$ cat src/hw/fabric_cfg_pkg.sv
`default_nettype none

package fabric_cfg_pkg;

  // Row size
  localparam int NUM_TILES = 4;

  // LUT geometry
  localparam int LUT_INPUTS = 4;
  localparam int LUTS_PER_TILE = 4;

  // Eight candidates per LUT input
  localparam int SEL_W = 3;
  // Candidate index: 0..3 west lane, 4..7 broadcast lane
  typedef logic [SEL_W-1:0] lut_sel_t;

  // Truth table, input 0 is the index LSB
  localparam int MASK_W = 1 << LUT_INPUTS;
  typedef logic [MASK_W-1:0] lut_mask_t;

  // Field layout inside one LUT config word
  // Selects at the bottom, input 0 lowest
  localparam int LUT_MASK_LSB = LUT_INPUTS * SEL_W;
  // Output register bit on top
  localparam int LUT_REG_BIT = LUT_MASK_LSB + MASK_W;
  localparam int LUT_CFG_W = LUT_REG_BIT + 1;

  // Whole tile, LUT 0 lowest
  localparam int TILE_CFG_W = LUTS_PER_TILE * LUT_CFG_W;
  typedef logic [TILE_CFG_W-1:0] tile_cfg_t;

  // Egress stage, one tap select per output pin, pin 0 lowest
  localparam int EGRESS_SEL_W = 4;
  localparam int EGRESS_CFG_W = 32;
  typedef logic [EGRESS_CFG_W-1:0] egress_cfg_t;

  // Full chain from shift_in to shift_out
  localparam int CHAIN_LEN = NUM_TILES * TILE_CFG_W + EGRESS_CFG_W;

endpackage

`default_nettype wire

$ cat src/hw/fabric_io_pkg.sv
`default_nettype none

package fabric_io_pkg;

  // External pins, split into separate in and out buses
  localparam int PIN_W = 8;
  typedef logic [PIN_W-1:0] pin_bus_t;

  // Lane between neighbouring tiles
  // Also the width of the broadcast lane
  localparam int LANE_W = 4;
  typedef logic [LANE_W-1:0] lane_t;

  // Every tile's east lane side by side
  // Tile 0 in the lowest bits
  localparam int TAP_W = 16;
  typedef logic [TAP_W-1:0] tap_bus_t;

endpackage

`default_nettype wire

$ cat src/hw/cfg_chain_if.sv
`timescale 1ns/1ps
`default_nettype none

// One link of the serial configuration chain
interface cfg_chain_if;

  // Shift enable for the shadow registers
  logic cen;
  // Shadow to active copy strobe
  logic cset;
  // Global data register enable
  logic en;
  // Serial config bit
  logic shift;

  // Upstream stage side
  modport src (output cen, output cset, output en, output shift);

  // Downstream stage side
  modport dst (input cen, input cset, input en, input shift);

endinterface

`default_nettype wire

$ cat src/hw/fabric_top.sv
`timescale 1ns/1ps
`default_nettype none

module fabric_top
  import fabric_cfg_pkg::*;
  import fabric_io_pkg::*;
(
  input  logic     clk,
  input  logic     rst_n,
  input  logic     en,
  input  logic     cen,
  input  logic     cset,
  input  logic     shift_in,
  input  pin_bus_t pin_in,
  output pin_bus_t pin_out,
  output logic     shift_out,
  output logic     cset_out
);

  // Chain links, link k feeds tile k, the last one feeds egress
  cfg_chain_if chain [NUM_TILES+1] ();

  // Lane k is the west input of tile k
  lane_t lane [NUM_TILES+1];
  lane_t bcast_lane;

  // East lanes collected for the output mux
  tap_bus_t taps;

  // Head of the chain from the pins
  assign chain[0].cen   = cen;
  assign chain[0].cset  = cset;
  assign chain[0].en    = en;
  assign chain[0].shift = shift_in;

  pin_ingress u_ingress (
    .clk        (clk),
    .rst_n      (rst_n),
    .en         (en),
    .pin_in     (pin_in),
    .west_lane  (lane[0]),
    .bcast_lane (bcast_lane)
  );

  // One row of tiles, west to east
  for (genvar k = 0; k < NUM_TILES; k++) begin : g_tile
    logic_tile u_tile (
      .clk        (clk),
      .rst_n      (rst_n),
      .chain_in   (chain[k]),
      .chain_out  (chain[k+1]),
      .west_lane  (lane[k]),
      .bcast_lane (bcast_lane),
      .east_lane  (lane[k+1])
    );

    // Tile k owns taps 4k..4k+3
    assign taps[k*LANE_W +: LANE_W] = lane[k+1];
  end

  pin_egress u_egress (
    .clk       (clk),
    .rst_n     (rst_n),
    .chain_in  (chain[NUM_TILES]),
    .taps      (taps),
    .pin_out   (pin_out),
    .shift_out (shift_out),
    .cset_out  (cset_out)
  );

endmodule

`default_nettype wire

$ cat src/hw/logic_tile.sv
`timescale 1ns/1ps
`default_nettype none

module logic_tile
  import fabric_cfg_pkg::*;
  import fabric_io_pkg::*;
(
  input  logic     clk,
  input  logic     rst_n,
  cfg_chain_if.dst chain_in,
  cfg_chain_if.src chain_out,
  input  lane_t    west_lane,
  input  lane_t    bcast_lane,
  output lane_t    east_lane
);

  // Config being shifted in
  tile_cfg_t cfg_shadow;
  // Config driving the LUTs
  tile_cfg_t cfg_active;

  // Eight LUT input candidates
  logic [2*LANE_W-1:0] cand;

  // Per LUT results
  logic [LUTS_PER_TILE-1:0] lut_comb;
  logic [LUTS_PER_TILE-1:0] lut_q;
  logic [LUTS_PER_TILE-1:0] lut_reg_en;

  // Shift stage
  // cset copies the pre-shift shadow when both strobes are high
  always_ff @(posedge clk) begin
    if (!rst_n) begin
      cfg_shadow <= '0;
      cfg_active <= '0;
    end else begin
      if (chain_in.cen) begin
        cfg_shadow <= {cfg_shadow[TILE_CFG_W-2:0], chain_in.shift};
      end
      if (chain_in.cset) begin
        cfg_active <= cfg_shadow;
      end
    end
  end

  // Strobes pass straight through to the next stage
  assign chain_out.cen  = chain_in.cen;
  assign chain_out.cset = chain_in.cset;
  assign chain_out.en   = chain_in.en;
  // Oldest shadow bit leaves the tile
  assign chain_out.shift = cfg_shadow[TILE_CFG_W-1];

  // West lane in 0..3, broadcast in 4..7
  assign cand = {bcast_lane, west_lane};

  for (genvar i = 0; i < LUTS_PER_TILE; i++) begin : g_lut
    // Start of this LUT's field in the tile word
    localparam int lut_base = i * LUT_CFG_W;

    lut_sel_t              sel [LUT_INPUTS];
    lut_mask_t             mask;
    logic [LUT_INPUTS-1:0] idx;

    for (genvar j = 0; j < LUT_INPUTS; j++) begin : g_in
      assign sel[j] = cfg_active[lut_base + j*SEL_W +: SEL_W];
      // Input j lands on index bit j
      assign idx[j] = cand[sel[j]];
    end

    assign mask = cfg_active[lut_base + LUT_MASK_LSB +: MASK_W];

    // Truth table lookup
    assign lut_comb[i] = mask[idx];

    // Register bit sits above the mask
    assign lut_reg_en[i] = cfg_active[lut_base + LUT_REG_BIT];
  end

  // Optional output registers, all gated by en
  always_ff @(posedge clk) begin
    if (!rst_n) begin
      lut_q <= '0;
    end else if (chain_in.en) begin
      lut_q <= lut_comb;
    end
  end

  // LUT i drives east lane bit i
  // Per-bit choice between the flop and the raw lookup
  assign east_lane = (lut_reg_en & lut_q) | (~lut_reg_en & lut_comb);

endmodule

`default_nettype wire

$ cat src/hw/pin_egress.sv
`timescale 1ns/1ps
`default_nettype none

module pin_egress
  import fabric_cfg_pkg::*;
  import fabric_io_pkg::*;
(
  input  logic     clk,
  input  logic     rst_n,
  cfg_chain_if.dst chain_in,
  input  tap_bus_t taps,
  output pin_bus_t pin_out,
  output logic     shift_out,
  output logic     cset_out
);

  // Last stage of the chain
  egress_cfg_t cfg_shadow;
  egress_cfg_t cfg_active;

  // Selected tap per output pin, before the register
  pin_bus_t pin_d;

  // Same shift and copy rules as the tiles
  always_ff @(posedge clk) begin
    if (!rst_n) begin
      cfg_shadow <= '0;
      cfg_active <= '0;
    end else begin
      if (chain_in.cen) begin
        cfg_shadow <= {cfg_shadow[EGRESS_CFG_W-2:0], chain_in.shift};
      end
      if (chain_in.cset) begin
        cfg_active <= cfg_shadow;
      end
    end
  end

  // Output mux, one 16:1 per pin
  for (genvar p = 0; p < PIN_W; p++) begin : g_pin
    logic [EGRESS_SEL_W-1:0] tap_sel;

    assign tap_sel  = cfg_active[p*EGRESS_SEL_W +: EGRESS_SEL_W];
    assign pin_d[p] = taps[tap_sel];
  end

  // Pin register, frozen while en is low
  always_ff @(posedge clk) begin
    if (!rst_n) begin
      pin_out <= '0;
    end else if (chain_in.en) begin
      pin_out <= pin_d;
    end
  end

  // Chain tail back to the pins
  assign shift_out = cfg_shadow[EGRESS_CFG_W-1];
  // cset echoed so the host can see the strobe traversed the row
  assign cset_out  = chain_in.cset;

endmodule

`default_nettype wire

$ cat src/hw/pin_ingress.sv
`timescale 1ns/1ps
`default_nettype none

module pin_ingress
  import fabric_io_pkg::*;
(
  input  logic     clk,
  input  logic     rst_n,
  input  logic     en,
  input  pin_bus_t pin_in,
  output lane_t    west_lane,
  output lane_t    bcast_lane
);

  // Registered copy of the input pins
  pin_bus_t pin_q;

  // Capture on every enabled edge
  // Holds while en is low, so the whole row freezes together
  always_ff @(posedge clk) begin
    if (!rst_n) begin
      pin_q <= '0;
    end else if (en) begin
      pin_q <= pin_in;
    end
  end

  // Low nibble enters tile 0 from the west
  assign west_lane = pin_q[LANE_W-1:0];

  // High nibble goes to every tile at once
  assign bcast_lane = pin_q[PIN_W-1:LANE_W];

endmodule

`default_nettype wire

$ cat config.mk
export PLATFORM = sky130hd
export DESIGN_NAME = fabric_top
export DESIGN_NICKNAME = d
export VERILOG_FILES = /design/src/hw/fabric_cfg_pkg.sv /design/src/hw/fabric_io_pkg.sv /design/src/hw/cfg_chain_if.sv /design/src/hw/fabric_top.sv /design/src/hw/logic_tile.sv /design/src/hw/pin_egress.sv /design/src/hw/pin_ingress.sv
export SDC_FILE = /design/constraint.sdc
export NUM_CORES = 2
export LEC_CHECK = 0
export BUFFER_PORTS_ARGS = -buffer_cell sky130_fd_sc_hd__buf_2
export CAP_MARGIN = 20
export CORE_MARGIN = 2
export CORE_UTILIZATION = 45
export CTS_CLUSTER_SIZE = 40
export DETAILED_ROUTE_END_ITERATION = 12
export PLACE_DENSITY = 0.7
export SLEW_MARGIN = 15
export SYNTH_ARGS = -nofsm -noshare
export SYNTH_HDL_FRONTEND = slang
export SYNTH_SLANG_ARGS = --single-unit
$ cat constraint.sdc
create_clock -name clk -period 20.6 [get_ports clk]
set_input_delay 1.03 -clock clk [delete_from_list [all_inputs] [get_ports clk]]
set_output_delay 1.03 -clock clk [all_outputs]
set_load 0.01 [all_outputs]
==> metrics <==
status=complete, no violations; Yosys warning total=0; setup_tns=0 ns; Crit path required time=21.18 ns; R2R setup slack=10.37 ns; RSZ-0062 raised after global routing=no; Critical Path Source=u_ingress.pin_q[4]; CTS tree=built; top post-synthesis cells by area=dfxtp_1, mux2i_1, nor2_1, mux4_2, clkbuf_1; Die Y=321 um; vias in the first global route=approximately 30k; power per cell area=82.3 nW/um^2; overall power=0.00408 W; Hold WC Path Type=register to register; fmax=0.0977 GHz; area delta synth->final=9.52%; CTS max path bufs=3; Synth Flop Type=dfxtp_1; DRC=0; mapped cell area=45200 sq um; routing usage on met1=26.1%; Hold Crit Start=g_tile[0].u_tile.cfg_active[20]; Area after DPL=46100 sq um; final net count=approximately 4.3k; Port-buffer cells=23; number of antenna violations at the first check in global routing=2; met3 Usage GRT=2.62%; Worst R2R Path Depth=26; Least-Margin Pin Slew=1.10 ns; Setup crit end kind=register; vias per cell=around 5.5; fin util=49.6%; # resized after CTS=0; fin crit period=10.23 ns; clock root cell=clkbuf_16; critical path launch point type=register; register area share after synthesis=45.3%; core area=between 90000 and 100000 sq um; Worst Skew=0.0534 ns; row count=116; Pleak=about 20 nW; Post-Synthesis Cells=between 4k and 5k; iteration-0 DRC count of the detailed router=~2.6k; Vias=~32k; Die X=around 320 um; Synth Register Bits=about 1.0k; DR pass1 iterations=6; Initial Utilization=a little under half; crit path max fanout=65; die area=103000 sq um; TritonCTS Buffers=around 100; Post-synth EDFFs=0; Synth area leader=dfxtp_1; critical path's slowest cell=o211ai_1; CP Depth=26; relative slew slack=25.8%; post-detail-place hpwl=62.3 mm; first-pass GRT wire length=~160 mm; largest net degree at the start of global routing=207; Final Hold Vio Count=0; period utilisation layout=between 40% and 50%; Finish-stage setup viols=0; post-route cell area=49500 sq um; VDD IR max=between 0.00007 and 0.00008 V; Slew Viols, Final=0; routability cong.=0.826; layout cells sized above 1=under 10%; crit path to=u_egress.pin_out[5]; count leader, synth=mux2i_1; RR Startpoint=u_ingress.pin_q[4]; H-tree depth=3; Async S/R FF share, synth=0%; clock-pin slew on the worst setup and hold paths=0.07 ns; # IOs=24; gr busiest metal=met2; GR Util All Layers=19.1%; M2 GR Usage=roughly 31%; Avg Inst Size Synth=10.1 sq um; WL/cell=17.6 um; Yosys top cell area share=45.3%; clk sinks=around 1.0k; Crit path max-delay family=compound AO/OA/AOI/OAI gates; WS Path Type=register to register; Arr. time, crit path=10.82 ns; Overflow after GRT=0; Post-Route WL=about 100 mm; Reg-to-Reg End=u_egress.pin_out[5]; Post-CTS Setup Repair Bufs=0; # hold bufs at CTS=0; Synth top cells by count=mux2i_1, nor2_1, dfxtp_1; fill cell count=8961; Netlist cell types=103; Clk Latency, worst-skew pair=0.71 ns; Post-DRT Antenna Nets=0; Mapped Nets=4476; MaxCap Viol Count=0; CP peak stage delay=0.86 ns; crit path buf inv count=2
-- power by group --
| part | leakage [nW] | internal, W | switching (W) |
|---|---|---|---|
| clock network | 1.70 | 0.00111 | 0.000795 |
| registers | 8.25 | 0.00198 | 0.00000512 |
| logic | 10.4 | 0.0000673 | 0.000116 |
| total | 20.4 | 0.00316 | 0.000916 |
-- cells by family after synthesis --
logic type	after synthesis	share of synthesized area (%)
AOI/OAI and AO/OA	373	7.08
buffers and inverters	385	3.37
DFF	1024	45.3
muxes	1258	31.2
and+or+nand+nor	1422	13.1
-- worst min path at each step --
| stage | depth (start not counted) | endpoint | slack (ns) |
|---|---|---|---|
| after floorplan | 2 | g_tile[2].u_tile.cfg_active[16] | 0.45 |
| after global placement | 2 | g_tile[0].u_tile.cfg_active[13] | 0.47 |
| after detailed placement | 2 | g_tile[1].u_tile.cfg_active[106] | 0.48 |
| after CTS | 2 | g_tile[0].u_tile.lut_q[0] | 0.49 |
| after global routing | 2 | g_tile[2].u_tile.lut_q[0] | 0.51 |
| final | 2 | g_tile[0].u_tile.cfg_active[20] | 0.49 |
-- layout make-up --
class	instances	area (sq um)	area share (%)
Inverter	70	270	0.545
Multi-Input combinational cell	3053	23200	46.9
Timing Repair Buffer	57	453	0.914
Clock buffer	149	3000	6.06
Tap cell	1298	1620	3.28
Clock inverter	31	468	0.944
Antenna cell	2	5.00	0.0101
Sequential cell	1024	20500	41.4
-- per-stage QoR --
| stage | hold WS (ns) | setup WS [ns] | instances |
|---|---|---|---|
| finish | 0.490 | 10.37 | 5684 |
| floorplan | 0.452 | 13.31 | 4462 |
| detailed placement | 0.481 | 10.52 | 5502 |
| CTS | 0.492 | 10.51 | 5682 |
| global placement | 0.470 | 10.69 | 5502 |
| global route | 0.509 | 9.96 | 5682 |
-- cells in the final DEF (no fill, tap or decap), drive strengths merged, types with 14 or more instances in the layout --
master / instances
a31oi: 17
inv: 75
a21oi: 34
nand3: 28
a22oi: 16
nor2b: 17
mux2: 25
o21ai: 71
a311oi: 14
clkinv: 15
nand3b: 22
mux2i: 1116
clkbuf: 149
nand2b: 30
mux4: 117
o31ai: 18
nor3b: 17
nor2: 1092
o211ai: 20
buf: 57
a211oi: 19
dfxtp: 1024
nand2: 117
nor3: 30
-- registers in the layout, summed over array words and instances, names as in the netlist --
| name | count |
|---|---|
| g_tile.u_tile.cfg_active | 464 |
| g_tile.u_tile.cfg_shadow | 464 |
| g_tile.u_tile.lut_q | 16 |
| u_egress.cfg_active | 32 |
| u_egress.cfg_shadow | 32 |
| u_egress.pin_out | 8 |
| u_ingress.pin_q | 8 |
-- worst reg2reg max path: stages, from the launching register on --
cell       delay (ns)
dfxtp_2          0.31
buf_4            0.68
mux2i_1          0.16
mux4_2           0.64
mux2i_1          0.16
a22oi_1          0.24
a311o_1          0.34
nand3_1          0.63
o211ai_1         0.86
o311ai_0         0.41
a32oi_1          0.81
a31oi_1          0.52
and3_1           0.35
or4b_1           0.49
o2111a_1         0.23
o21a_1           0.23
o31ai_4          0.37
o21ai_2          0.08
buf_4            0.24
o2111ai_1        0.31
o311ai_4         0.26
mux2_4           0.36
a211oi_2         0.25
nor3_1           0.08
a221oi_2         0.75
a221o_1          0.30
nor2_1           0.04
-- metal layers --
layer / vias to the layer above / routed length, um
met5: - / 7
met4: 2 / 2900
met3: 165 / 4490
met2: 658 / 46300
met1: 15294 / 46100
li1: 15389 / -
Note: power is estimated with default switching activity, not from simulation.
